$ cat src/cache_pkg.sv
package cache_pkg;

   // address and data geometry
   localparam int ADDR_W   = 12;
   localparam int DATA_W   = 32;
   localparam int NBYTES   = DATA_W / 8;
   localparam int OFFSET_W = 2;
   localparam int INDEX_W  = 4;
   localparam int TAG_W    = ADDR_W - INDEX_W - OFFSET_W;
   localparam int NSETS    = 1 << INDEX_W;

   // associativity
   localparam int NWAYS = 2;
   localparam int WAY_W = (NWAYS > 1) ? $clog2(NWAYS) : 1;

   // write-through buffer
   localparam int WTB_DEPTH = 4;
   localparam int WTB_PTR_W = $clog2(WTB_DEPTH);

   // controller states
   localparam logic [1:0] CTRL_IDLE  = 2'd0;
   localparam logic [1:0] CTRL_DRAIN = 2'd1;
   localparam logic [1:0] CTRL_FETCH = 2'd2;
   localparam logic [1:0] CTRL_RESP  = 2'd3;

   // backend states
   localparam logic [1:0] BE_IDLE    = 2'd0;
   localparam logic [1:0] BE_RD_REQ  = 2'd1;
   localparam logic [1:0] BE_RD_WAIT = 2'd2;

   // one address word, seen raw or split into its fields
   typedef union packed {
      logic [ADDR_W-1:0] raw;
      struct packed {
         logic [TAG_W-1:0]    tag;
         logic [INDEX_W-1:0]  index;
         logic [OFFSET_W-1:0] offset;
      } f;
   } cache_addr_u;

endpackage

$ cat src/cache_way.sv
`timescale 1ns/1ps

module cache_way import cache_pkg::*; (
   input  logic              clk_i,
   input  logic              rst_i,
   input  logic [ADDR_W-1:0] req_addr_i,
   input  logic [DATA_W-1:0] req_wdata_i,
   input  logic [NBYTES-1:0] req_wstrb_i,
   input  logic              wr_upd_i,
   input  logic              refill_en_i,
   input  logic [DATA_W-1:0] refill_data_i,
   output logic              hit_o,
   output logic [DATA_W-1:0] rdata_o
);

   cache_addr_u       addr;
   logic [NSETS-1:0]  valid_q;
   logic [TAG_W-1:0]  tag_mem  [NSETS];
   logic [DATA_W-1:0] data_mem [NSETS];

   assign addr.raw = req_addr_i;

   // tag compare on the indexed set
   assign hit_o   = valid_q[addr.f.index] & (tag_mem[addr.f.index] == addr.f.tag);
   assign rdata_o = data_mem[addr.f.index];

   always_ff @(posedge clk_i) begin
      if (rst_i) begin
         valid_q <= '0;
      end else if (refill_en_i) begin
         valid_q[addr.f.index] <= 1'b1;
      end
   end

   always_ff @(posedge clk_i) begin
      if (refill_en_i) begin
         tag_mem[addr.f.index]  <= addr.f.tag;
         data_mem[addr.f.index] <= refill_data_i;
      end else if (wr_upd_i && hit_o) begin
         // only the strobed bytes change
         for (int b = 0; b < NBYTES; b++) begin
            if (req_wstrb_i[b]) begin
               data_mem[addr.f.index][8*b +: 8] <= req_wdata_i[8*b +: 8];
            end
         end
      end
   end

endmodule

$ cat src/cache_hit_select.sv
`timescale 1ns/1ps

module cache_hit_select import cache_pkg::*; (
   input  logic                          clk_i,
   input  logic                          rst_i,
   input  logic [NWAYS-1:0]              way_hit_i,
   input  logic [NWAYS-1:0][DATA_W-1:0]  way_rdata_i,
   input  logic [ADDR_W-1:0]             req_addr_i,
   input  logic                          refill_i,
   output logic                          hit_o,
   output logic [DATA_W-1:0]             hit_data_o,
   output logic [NWAYS-1:0]              victim_o
);

   cache_addr_u      addr;
   logic [WAY_W-1:0] rr_ptr_q [NSETS];
   logic [WAY_W-1:0] cur_ptr;

   assign addr.raw = req_addr_i;
   assign cur_ptr  = rr_ptr_q[addr.f.index];

   assign hit_o = |way_hit_i;

   // at most one way hits, so an and-or mux is enough
   always_comb begin
      hit_data_o = '0;
      for (int w = 0; w < NWAYS; w++) begin
         hit_data_o = hit_data_o | (way_rdata_i[w] & {DATA_W{way_hit_i[w]}});
      end
   end

   // one-hot form of the set's pointer
   always_comb begin
      for (int w = 0; w < NWAYS; w++) begin
         victim_o[w] = (cur_ptr == WAY_W'(w));
      end
   end

   always_ff @(posedge clk_i) begin
      if (rst_i) begin
         for (int s = 0; s < NSETS; s++) begin
            rr_ptr_q[s] <= '0;
         end
      end else if (refill_i) begin
         // next way for this set, wrapping after the last
         if (cur_ptr == WAY_W'(NWAYS - 1)) begin
            rr_ptr_q[addr.f.index] <= '0;
         end else begin
            rr_ptr_q[addr.f.index] <= cur_ptr + 1'b1;
         end
      end
   end

endmodule

$ cat src/cache_ctrl.sv
`timescale 1ns/1ps

module cache_ctrl import cache_pkg::*; (
   input  logic              clk_i,
   input  logic              rst_i,
   // cpu side
   input  logic              avalid_i,
   input  logic [ADDR_W-1:0] addr_i,
   input  logic [DATA_W-1:0] wdata_i,
   input  logic [NBYTES-1:0] wstrb_i,
   output logic              ready_o,
   output logic              rvalid_o,
   output logic [DATA_W-1:0] rdata_o,
   // to the ways
   output logic [ADDR_W-1:0] req_addr_o,
   output logic [DATA_W-1:0] req_wdata_o,
   output logic [NBYTES-1:0] req_wstrb_o,
   output logic              wr_upd_o,
   output logic [NWAYS-1:0]  refill_en_o,
   output logic [DATA_W-1:0] refill_data_o,
   // from the hit selector
   input  logic              hit_i,
   input  logic [DATA_W-1:0] hit_data_i,
   input  logic [NWAYS-1:0]  victim_i,
   // backend
   output logic              wtb_push_o,
   input  logic              wtb_full_i,
   input  logic              wtb_empty_i,
   output logic              fetch_req_o,
   input  logic              fetch_done_i,
   input  logic [DATA_W-1:0] fetch_data_i
);

   logic [1:0]        state_q;
   logic              req_vld_q;
   logic              req_rd_q;
   cache_addr_u       req_addr_q;
   logic [DATA_W-1:0] req_wdata_q;
   logic [NBYTES-1:0] req_wstrb_q;
   logic              miss;
   logic              can_take;
   logic              accept;

   // held read that found no way with its tag
   assign miss = (state_q == CTRL_IDLE) & req_vld_q & req_rd_q & ~hit_i;

   // a new request may replace the held one
   assign can_take = ((state_q == CTRL_IDLE) & ~miss) | (state_q == CTRL_RESP);
   assign ready_o  = can_take & ~wtb_full_i;
   assign accept   = avalid_i & ready_o;

   // every write goes to the buffer as it is accepted
   assign wtb_push_o = accept & (|wstrb_i);

   // after a refill the victim way hits, so its data is the answer
   assign rvalid_o = req_vld_q & req_rd_q &
                     (((state_q == CTRL_IDLE) & hit_i) | (state_q == CTRL_RESP));
   assign rdata_o  = hit_data_i;

   assign req_addr_o  = req_addr_q.raw;
   assign req_wdata_o = req_wdata_q;
   assign req_wstrb_o = req_wstrb_q;

   // hitting way merges the held write
   assign wr_upd_o = req_vld_q & ~req_rd_q;

   assign fetch_req_o   = (state_q == CTRL_DRAIN) & wtb_empty_i;
   assign refill_en_o   = ((state_q == CTRL_FETCH) & fetch_done_i) ? victim_i : '0;
   assign refill_data_o = fetch_data_i;

   always_ff @(posedge clk_i) begin
      if (rst_i) begin
         state_q   <= CTRL_IDLE;
         req_vld_q <= 1'b0;
      end else begin
         if (can_take) begin
            req_vld_q <= accept;
         end
         case (state_q)
            CTRL_IDLE: begin
               if (miss) begin
                  state_q <= CTRL_DRAIN;
               end
            end
            // older writes must reach memory before the fetch
            CTRL_DRAIN: begin
               if (wtb_empty_i) begin
                  state_q <= CTRL_FETCH;
               end
            end
            CTRL_FETCH: begin
               if (fetch_done_i) begin
                  state_q <= CTRL_RESP;
               end
            end
            default: begin
               state_q <= CTRL_IDLE;
            end
         endcase
      end
   end

   // request payload
   always_ff @(posedge clk_i) begin
      if (accept) begin
         req_rd_q       <= ~(|wstrb_i);
         req_addr_q.raw <= addr_i;
         req_wdata_q    <= wdata_i;
         req_wstrb_q    <= wstrb_i;
      end
   end

endmodule

$ cat src/cache_backend.sv
`timescale 1ns/1ps

module cache_backend import cache_pkg::*; (
   input  logic              clk_i,
   input  logic              rst_i,
   // write-through buffer push
   input  logic              push_i,
   input  logic [ADDR_W-1:0] push_addr_i,
   input  logic [DATA_W-1:0] push_wdata_i,
   input  logic [NBYTES-1:0] push_wstrb_i,
   output logic              wtb_full_o,
   output logic              wtb_empty_o,
   // refill read
   input  logic              fetch_req_i,
   input  logic [ADDR_W-1:0] fetch_addr_i,
   output logic              fetch_done_o,
   output logic [DATA_W-1:0] fetch_data_o,
   // back-end memory
   output logic              be_avalid_o,
   output logic [ADDR_W-1:0] be_addr_o,
   output logic [DATA_W-1:0] be_wdata_o,
   output logic [NBYTES-1:0] be_wstrb_o,
   input  logic              be_ready_i,
   input  logic              be_rvalid_i,
   input  logic [DATA_W-1:0] be_rdata_i
);

   logic [1:0]           state_q;
   cache_addr_u          fifo_addr [WTB_DEPTH];
   logic [DATA_W-1:0]    fifo_data [WTB_DEPTH];
   logic [NBYTES-1:0]    fifo_strb [WTB_DEPTH];
   logic [WTB_PTR_W-1:0] wr_ptr_q;
   logic [WTB_PTR_W-1:0] rd_ptr_q;
   logic [WTB_PTR_W:0]   count_q;
   logic                 wr_sel;
   logic                 rd_sel;
   logic                 pop;

   assign wtb_empty_o = (count_q == '0);
   assign wtb_full_o  = (count_q == (WTB_PTR_W + 1)'(WTB_DEPTH));

   // buffered writes go first, the refill read only once all have drained
   assign wr_sel = ~wtb_empty_o & (state_q != BE_RD_WAIT);
   assign rd_sel = wtb_empty_o & (state_q == BE_RD_REQ);
   assign pop    = wr_sel & be_ready_i;

   // head entry stays put until memory takes it
   assign be_avalid_o = wr_sel | rd_sel;
   assign be_addr_o   = wr_sel ? fifo_addr[rd_ptr_q].raw : fetch_addr_i;
   assign be_wdata_o  = wr_sel ? fifo_data[rd_ptr_q] : '0;
   assign be_wstrb_o  = wr_sel ? fifo_strb[rd_ptr_q] : '0;

   assign fetch_done_o = (state_q == BE_RD_WAIT) & be_rvalid_i;
   assign fetch_data_o = be_rdata_i;

   always_ff @(posedge clk_i) begin
      if (push_i) begin
         fifo_addr[wr_ptr_q].raw <= push_addr_i;
         fifo_data[wr_ptr_q]     <= push_wdata_i;
         fifo_strb[wr_ptr_q]     <= push_wstrb_i;
      end
   end

   // pointers wrap on their own with a power-of-two depth
   always_ff @(posedge clk_i) begin
      if (rst_i) begin
         wr_ptr_q <= '0;
         rd_ptr_q <= '0;
         count_q  <= '0;
      end else begin
         if (push_i) begin
            wr_ptr_q <= wr_ptr_q + 1'b1;
         end
         if (pop) begin
            rd_ptr_q <= rd_ptr_q + 1'b1;
         end
         case ({push_i, pop})
            2'b10:   count_q <= count_q + 1'b1;
            2'b01:   count_q <= count_q - 1'b1;
            default: count_q <= count_q;
         endcase
      end
   end

   // refill read sequencing
   always_ff @(posedge clk_i) begin
      if (rst_i) begin
         state_q <= BE_IDLE;
      end else begin
         case (state_q)
            BE_IDLE: begin
               if (fetch_req_i) begin
                  state_q <= BE_RD_REQ;
               end
            end
            BE_RD_REQ: begin
               if (rd_sel && be_ready_i) begin
                  state_q <= BE_RD_WAIT;
               end
            end
            BE_RD_WAIT: begin
               if (be_rvalid_i) begin
                  state_q <= BE_IDLE;
               end
            end
            default: begin
               state_q <= BE_IDLE;
            end
         endcase
      end
   end

endmodule

$ cat src/cache_top.sv
`timescale 1ns/1ps

module cache_top import cache_pkg::*; (
   input  logic              clk_i,
   input  logic              rst_i,
   // cpu port
   input  logic              avalid_i,
   input  logic [ADDR_W-1:0] addr_i,
   input  logic [DATA_W-1:0] wdata_i,
   input  logic [NBYTES-1:0] wstrb_i,
   output logic              ready_o,
   output logic              rvalid_o,
   output logic [DATA_W-1:0] rdata_o,
   // back-end port
   output logic              be_avalid_o,
   output logic [ADDR_W-1:0] be_addr_o,
   output logic [DATA_W-1:0] be_wdata_o,
   output logic [NBYTES-1:0] be_wstrb_o,
   input  logic              be_ready_i,
   input  logic              be_rvalid_i,
   input  logic [DATA_W-1:0] be_rdata_i
);

   logic [ADDR_W-1:0]             req_addr;
   logic [DATA_W-1:0]             req_wdata;
   logic [NBYTES-1:0]             req_wstrb;
   logic                          wr_upd;
   logic [NWAYS-1:0]              refill_en;
   logic [DATA_W-1:0]             refill_data;
   logic [NWAYS-1:0]              way_hit;
   logic [NWAYS-1:0][DATA_W-1:0]  way_rdata;
   logic                          hit;
   logic [DATA_W-1:0]             hit_data;
   logic [NWAYS-1:0]              victim;
   logic                          wtb_push;
   logic                          wtb_full;
   logic                          wtb_empty;
   logic                          fetch_req;
   logic                          fetch_done;
   logic [DATA_W-1:0]             fetch_data;

   cache_ctrl u_ctrl (
      .clk_i        (clk_i),
      .rst_i        (rst_i),
      .avalid_i     (avalid_i),
      .addr_i       (addr_i),
      .wdata_i      (wdata_i),
      .wstrb_i      (wstrb_i),
      .ready_o      (ready_o),
      .rvalid_o     (rvalid_o),
      .rdata_o      (rdata_o),
      .req_addr_o   (req_addr),
      .req_wdata_o  (req_wdata),
      .req_wstrb_o  (req_wstrb),
      .wr_upd_o     (wr_upd),
      .refill_en_o  (refill_en),
      .refill_data_o(refill_data),
      .hit_i        (hit),
      .hit_data_i   (hit_data),
      .victim_i     (victim),
      .wtb_push_o   (wtb_push),
      .wtb_full_i   (wtb_full),
      .wtb_empty_i  (wtb_empty),
      .fetch_req_o  (fetch_req),
      .fetch_done_i (fetch_done),
      .fetch_data_i (fetch_data)
   );

   for (genvar w = 0; w < NWAYS; w++) begin : g_way
      cache_way u_way (
         .clk_i        (clk_i),
         .rst_i        (rst_i),
         .req_addr_i   (req_addr),
         .req_wdata_i  (req_wdata),
         .req_wstrb_i  (req_wstrb),
         .wr_upd_i     (wr_upd),
         .refill_en_i  (refill_en[w]),
         .refill_data_i(refill_data),
         .hit_o        (way_hit[w]),
         .rdata_o      (way_rdata[w])
      );
   end

   cache_hit_select u_hit_select (
      .clk_i      (clk_i),
      .rst_i      (rst_i),
      .way_hit_i  (way_hit),
      .way_rdata_i(way_rdata),
      .req_addr_i (req_addr),
      .refill_i   (|refill_en),
      .hit_o      (hit),
      .hit_data_o (hit_data),
      .victim_o   (victim)
   );

   // writes enter the buffer straight from the cpu port
   cache_backend u_backend (
      .clk_i       (clk_i),
      .rst_i       (rst_i),
      .push_i      (wtb_push),
      .push_addr_i (addr_i),
      .push_wdata_i(wdata_i),
      .push_wstrb_i(wstrb_i),
      .wtb_full_o  (wtb_full),
      .wtb_empty_o (wtb_empty),
      .fetch_req_i (fetch_req),
      .fetch_addr_i(req_addr),
      .fetch_done_o(fetch_done),
      .fetch_data_o(fetch_data),
      .be_avalid_o (be_avalid_o),
      .be_addr_o   (be_addr_o),
      .be_wdata_o  (be_wdata_o),
      .be_wstrb_o  (be_wstrb_o),
      .be_ready_i  (be_ready_i),
      .be_rvalid_i (be_rvalid_i),
      .be_rdata_i  (be_rdata_i)
   );

endmodule

$ cat config.mk
export PLATFORM = sky130hd
export DESIGN_NAME = cache_top
export DESIGN_NICKNAME = d
export VERILOG_FILES = /design/src/cache_pkg.sv /design/src/cache_way.sv /design/src/cache_hit_select.sv /design/src/cache_ctrl.sv /design/src/cache_backend.sv /design/src/cache_top.sv
export SDC_FILE = /design/constraint.sdc
export NUM_CORES = 2
export LEC_CHECK = 0
export ABC_AREA = 1
export BUFFER_PORTS_ARGS = -buffer_cell sky130_fd_sc_hd__buf_2
export CAP_MARGIN = 25
export CELL_PAD_IN_SITES_DETAIL_PLACEMENT = 0
export CELL_PAD_IN_SITES_GLOBAL_PLACEMENT = 1
export CORE_AREA = 5 5 325 359
export DETAILED_ROUTE_END_ITERATION = 6
export DIE_AREA = 0 0 330 364
export PLACE_DENSITY_LB_ADDON = 0.1
export SYNTH_ARGS = -nofsm -noshare
export SYNTH_HDL_FRONTEND = slang
export SYNTH_SLANG_ARGS = --single-unit
$ cat constraint.sdc
create_clock -name clk_i -period 6.4 [get_ports clk_i]
set_input_delay 1.28 -clock clk_i [delete_from_list [all_inputs] [get_ports clk_i]]
set_output_delay 1.28 -clock clk_i [all_outputs]
set_load 0.02 [all_outputs]
Word-level counts from Yosys, hierarchy flattened
Memories as Yosys holds them, arrays and structs flattened. A register that Yosys moved wholly into a read port is not among the register bits. Index checks and enable logic that the tools add are counted. Widths: inputs -> output; s select.

Flip-flop bits (word level): 93. Memory bits (writable): 1424. Input bits: 85. Output and inout bits: 83. Logic and storage cells: 187. Memories: 8.

Memory list: g_way[0].u_way.data_mem (words 16, bits a word 32, read ports 1, clocked after memory_dff 1, wr ports 1, RTL line cache_way.sv:19) `logic [DATA_W-1:0] data_mem [NSETS];`; g_way[1].u_way.data_mem (words 16, bits a word 32, read ports 1, clocked after memory_dff 1, wr ports 1, RTL line cache_way.sv:19); u_backend.fifo_data (words 4, bits a word 32, read ports 1, clocked after memory_dff 1, wr ports 1, RTL line cache_backend.sv:30) `logic [DATA_W-1:0] fifo_data [WTB_DEPTH];`; g_way[0].u_way.tag_mem (words 16, bits a word 6, read ports 1, clocked after memory_dff 1, wr ports 1, RTL line cache_way.sv:18) `logic [TAG_W-1:0] tag_mem [NSETS];`; g_way[1].u_way.tag_mem (words 16, bits a word 6, read ports 1, clocked after memory_dff 1, wr ports 1, RTL line cache_way.sv:18); u_backend.fifo_addr (words 4, bits a word 12, read ports 1, clocked after memory_dff 1, wr ports 1, RTL line cache_backend.sv:29) `cache_addr_u fifo_addr [WTB_DEPTH];`; 2 more memories.

Add/subtract/negate cells: 5. Magnitude comparators: 2. Eq/ne operators: 17. Muxes and demuxes: 86. Bitwise operators: 43. Reductions and logical operators: 14.

Operator list (count): $and 32x32->32 (2); $mux 8 (8); $mux 1 (50); $mux 32 (1); $or 16x16->16 (2); $or 32x32->32 (1); $mux 4 (7); $mux 2 (13); $and 1x1->1 (19); $eq 6x6->1 (2); $mux 12 (1); $or 1x1->1 (12); $pmux 2 s3 (2); $bmux 1 s4 (2); $eq 2x2->1 const B (4); $ne 2x2->1 const B (4); $not 1->1 (7); $eq 2x1->1 const B (3); $ne 2x1->1 const B (3); $pmux 3 s2 (1); $reduce_and 3->1 (2); $lt 4x5->1 const B (1); $add 2x1->2 const B (2); $demux 1 s4 (1); 12 further kinds (17).

Logic depth before layout (Yosys ltp)
Depth after elaboration: 14. Gate-level depth with buffers: 26. Depth with buffers taken out: 24.

Modules after synthesis
A second synthesis with hierarchy kept.

Cells, all modules: 4499. Area, all modules: 60621.9 µm².

By module, submodules not included: cache_way (instances 2, cells each 1737, area each 24322.1 µm², seq. area each 18577.8 µm²); cache_backend (instances 1, cells each 694, area each 8348.0 µm², seq. area each 5985.7 µm²); cache_ctrl (instances 1, cells each 160, area each 2255.9 µm², seq. area each 1531.5 µm²); cache_hit_select (instances 1, cells each 168, area each 1362.6 µm², seq. area each 480.5 µm²); cache_top (instances 1, cells each 3, area each 11.3 µm², seq. area each 0.0 µm²).

Worst setup path before layout
No wires, ideal clock.

Kind: register to register. Start point: register u_ctrl.req_addr_q (netlist bit u_ctrl.req_addr_o[2]). End point: memory u_backend.fifo_addr[0][0] (netlist bit), enable pin. Library setup time: 0.454 ns. Arrival: 3.908 ns. Data required time: 5.946 ns. Setup slack: 2.038 ns. Stages on the path, launching flop included: 17. Path buffers: 1. Period minus slack after synthesis: 4.362 ns. Path through: edfxtp_1 buf_2 nor2_1 a21oi_1 nand2_1 nand2_1 nand2_1 nor2_1 a21oi_1 nand2_1 nor2_1 nand2_1 nand2_1 nand2_1 nand3_1 nand4_2 nor2_1.

Word-level cells in the longest chain between the ends: 14. Elaborated cells between the ends (all ways): 17. Classes of those cells: mux (6); bitwise (10); reduce/logical (1).

Ends and longest elaborated chain: start, declared (RTL line cache_ctrl.sv:37) `cache_addr_u req_addr_q;`; $bmux 1 s4 (RTL line cache_way.sv:24) `assign hit_o = valid_q[addr.f.index] & (tag_mem[addr.f.index] == addr.f.tag);`; $mux 1 (not written as such) (RTL line cache_way.sv:24); $and 1x1->1 (RTL line cache_way.sv:24); $reduce_or 2->1 (*) (RTL line cache_hit_select.sv:22) `assign hit_o = |way_hit_i;`; $not 1->1 (*) (RTL line cache_ctrl.sv:45) `assign miss = (state_q == CTRL_IDLE) & req_vld_q & req_rd_q & ~hit_i;`; $and 1x1->1 (*) (RTL line cache_ctrl.sv:45); $not 1->1 (*) (RTL line cache_ctrl.sv:48) `assign can_take = ((state_q == CTRL_IDLE) & ~miss) | (state_q == CTRL_RESP);`; $and 1x1->1 (*) (RTL line cache_ctrl.sv:48); $or 1x1->1 (*) (RTL line cache_ctrl.sv:48); $and 1x1->1 (*) (RTL line cache_ctrl.sv:49) `assign ready_o = can_take & ~wtb_full_i;`; $and 1x1->1 (*) (RTL line cache_ctrl.sv:50) `assign accept = avalid_i & ready_o;`; $and 1x1->1 (*) (RTL line cache_ctrl.sv:53) `assign wtb_push_o = accept & (|wstrb_i);`; $mux 1 (*) (RTL line cache_backend.sv:57) `if (push_i) begin`; $mux 1 (not written as such) (*) (RTL line cache_backend.sv:58) `fifo_addr[wr_ptr_q].raw <= push_addr_i;`; end, declared (RTL line cache_backend.sv:29).

Every way passes the cells marked *; elsewhere a longest branch is shown, timed or not. The select of a mux whose other input is x is not followed.

==> results.yml <==
synth:
  synthDominantCellAreaShare_pct: 72.1
  postSynth.asyncResetShare_pct: 0
  yosys_most_used_dff: "edfxtp_1"
  avgSynthCellArea_um2: 12.6
  yosys_warnings: 0
  synth_edf_count: 1473
  synthTopCellsByArea: "edfxtp_1 (72%), nor2_1 (5.7%), o21ai_0 (5.3%)"
  syn_area_um2: 61400
  yosysUniqueCellTypes: 40
  ys_ff_latch: 1523
  yosysSeqAreaShare_pct: 73.7
  syn_nets: 4975
  postSynthCellCount: 4880
  synth_top_area_cell: "edfxtp_1"
run_status:
  status: "complete, no violations"
clock_network:
  cts_max_level: 4
  hold_buffers: 0
  clkSlewWorstSetupHoldPaths_ps: 60
  cts_resized: 0
  cts_tree: "built"
  cts_setup_buffers: 0
  clock_latency_ps: 760
  cts_root_buffer: "clkbuf_16"
  numCtsBuffers: 153
  clockBufferDepth: 3
  clock-sinks: 1523
grt:
  antenna_found_initial: 7
  gr-total-overflow: 0
  grt_pass1_wl_mm: 254
  grt.total_usage_pct: 28.8
  grt_pass1_vias: 37218
  grt_max_degree: 214
final_layout:
  final_common_cell: "edfxtp_1"
  stdcell_count: 6618
  fillers: 8832
  final_util_pct: 61.2
  drive_gt1_share_pct: 11.1
  area_delta_synth_final_pct: 11.8
  final_cell_mix: "edfxtp_1 (1473), nor2_1 (933), o21ai_0 (652)"
  final_nets: 5085
routing:
  dr.first_iter.drc_count: 4987
  ant_nets: 0
  vias_per_cell: 6.03
  drt_first_pass_iters: 6
  routedWlPerCell_um: 26.4
  drc_errors: 0
  routed_wl_mm: 175
  vias: 39909
worst_hold_path:
  hp-class: "reg2reg"
setup_path:
  endpoint_kind: "output pin"
  criticalPathCategory: "reg2out"
  critPathMostFrequentCell: "nand2_1"
  worstPathCellList: "buf_12 > nor2_1 > nor2_1 > o21ai_1 > nand3_1 > nand3_1 > nand2_1 > nand2_1 > nand2_1 > nand2_1 > nor2_1 > nand2_1 > inv_2 > buf_12 > nand3_1 > a32oi_1 > buf_2"
  critical-path-slowest-cell: "buf_12"
  critPathMaxStageDelay_ps: 680
  path_max_fanout: 213
  cp.required_ps: 5120
  critPathArrivalTime_ps: 4800
  start_kind: "flop"
floorplan:
  die_y_um: 364
  core_um2: 112000
  die_w_um: 330
  initial_core_util_pct: 54.7
  dieArea_um2: 120000
  io_pins: 168
  rows: 129
sta:
  finalHoldViolCount: 0
  setup_viol: 0
  fin_tns_setup_ps: 0
  tightest_slew_ps: 1110
  rsz0062_at_grt: "no"
  fin_skew_ps: 18.6
  finalCritPeriodShare_pct: 95.0
  slew_violations: 0
  slew_headroom_pct: 26.2
  fmax_mhz: 165
  period_minus_slack_ps: 6080
power_and_ir_drop:
  p_total_mw: 29.0
  ir_worst_vdd_uv: 366
  p_per_area_nw_per_um2: 422
  p_leak_nw: 22.9
placed_design:
  dp_hpwl_mm: 109
  gp_congestion: 0.847
  dp.cells: 6333
  io_buffers: 167
job:
  drv_cap: 0
per-stage QoR:
step / instance area, um^2 / setup slack [ps] / hold slack, ps
2_1_floorplan: 61400 / 2040 / 431
3_3_place_gp: 63400 / 1090 / 448
3_5_place_dp: 63700 / 1140 / 453
4_1_cts: 68600 / 295 / 466
5_1_grt: 68600 / 87.3 / 479
6_report: 68600 / 322 / 466
per-layer routing:
metal  up-vias  global-route usage (%)  share of wire, %
li1      18107                       -                 -
met2      1764                    46.3                48
met5         -                       0             0.015
met4         4                    7.70               2.7
met1     19775                    41.4                41
met3       259                    5.09               8.4
synthesized netlist by cell type (11+ instances only):
library cell  instances
a32oi_1              29
o22ai_1              11
dfxtp_1              50
a31oi_1              35
o221ai_1            255
buf_6                17
edfxtp_1           1473
nor3_1               14
o21a_1               32
nor2_1              937
o21ai_1              49
a21oi_1              93
nand3_1             225
o21ai_0             652
clkbuf_1            265
nand2_1             411
inv_1               187
inv_2                15
buf_4                11
buf_2                49
where the power goes:
group | internal, mW | switching [mW]
Clock | 5.04 | 3.67
Combinational | 2.14 | 6.35
Sequential | 11.4 | 0.377
Total | 18.6 | 10.4
worst max-delay path, delay by kind of cell, from the launching register on:
kind | cells | cell delay, ps
buffers and inverters | 4 | 1650
DFF | 1 | 410
AOI/OAI and AO/OA | 2 | 430
and+or+nand+nor | 11 | 1430
registers in the layout, summed over array words and instances (netlist names), named ones only:
| signal | cells |
|---|---|
| u_backend.state_q | 2 |
| u_backend.fifo_strb | 16 |
| u_ctrl.req_rd_q | 1 |
| u_ctrl.req_wdata_o | 32 |
| u_backend.wr_ptr_q | 2 |
| g_way.u_way.valid_q | 32 |
| u_backend.count_q | 3 |
| u_ctrl.req_addr_o | 12 |
| u_backend.fifo_addr | 48 |
| u_ctrl.req_vld_q | 1 |
| u_backend.rd_ptr_q | 2 |
| u_ctrl.req_wstrb_o | 4 |
| g_way.u_way.data_mem | 1024 |
| u_backend.fifo_data | 128 |
| g_way.u_way.tag_mem | 192 |
| u_ctrl.state_q | 2 |
| u_hit_select.rr_ptr_q | 16 |
cell type report:
type	count	area (um^2)	share of cell area [%]
Clock buffer	191	4120	6.00
Multi-Input combinational cell	2804	13900	20.2
Antenna cell	3	7.51	0.0109
Clock inverter	83	739	1.08
Tap cell	1506	1880	2.75
Timing Repair Buffer	303	1980	2.88
Sequential cell	1523	45200	65.9
Inverter	205	792	1.15
final timing paths:
path	from	to	cells past startpoint	slack, ps
worst max-delay path	flop	rdata_o[9]	17	320
worst min-delay path	g_way[1].u_way.valid_q[10]	g_way[1].u_way.valid_q[10]	1	470
worst max register to register	flop	g_way[1].u_way.data_mem[0][23]	20	1420
worst min register to register	g_way[1].u_way.valid_q[10]	g_way[1].u_way.valid_q[10]	1	470
logic make-up after synthesis:
logic type,after synthesis,share of synthesized area (%)
flops,1523,73.7
fa+ha+maj,10,0.216
buf+inv,553,3.77
compound gates,1171,11.6
simple gates,1623,10.7
Note: power is estimated with default switching activity, not from simulation.
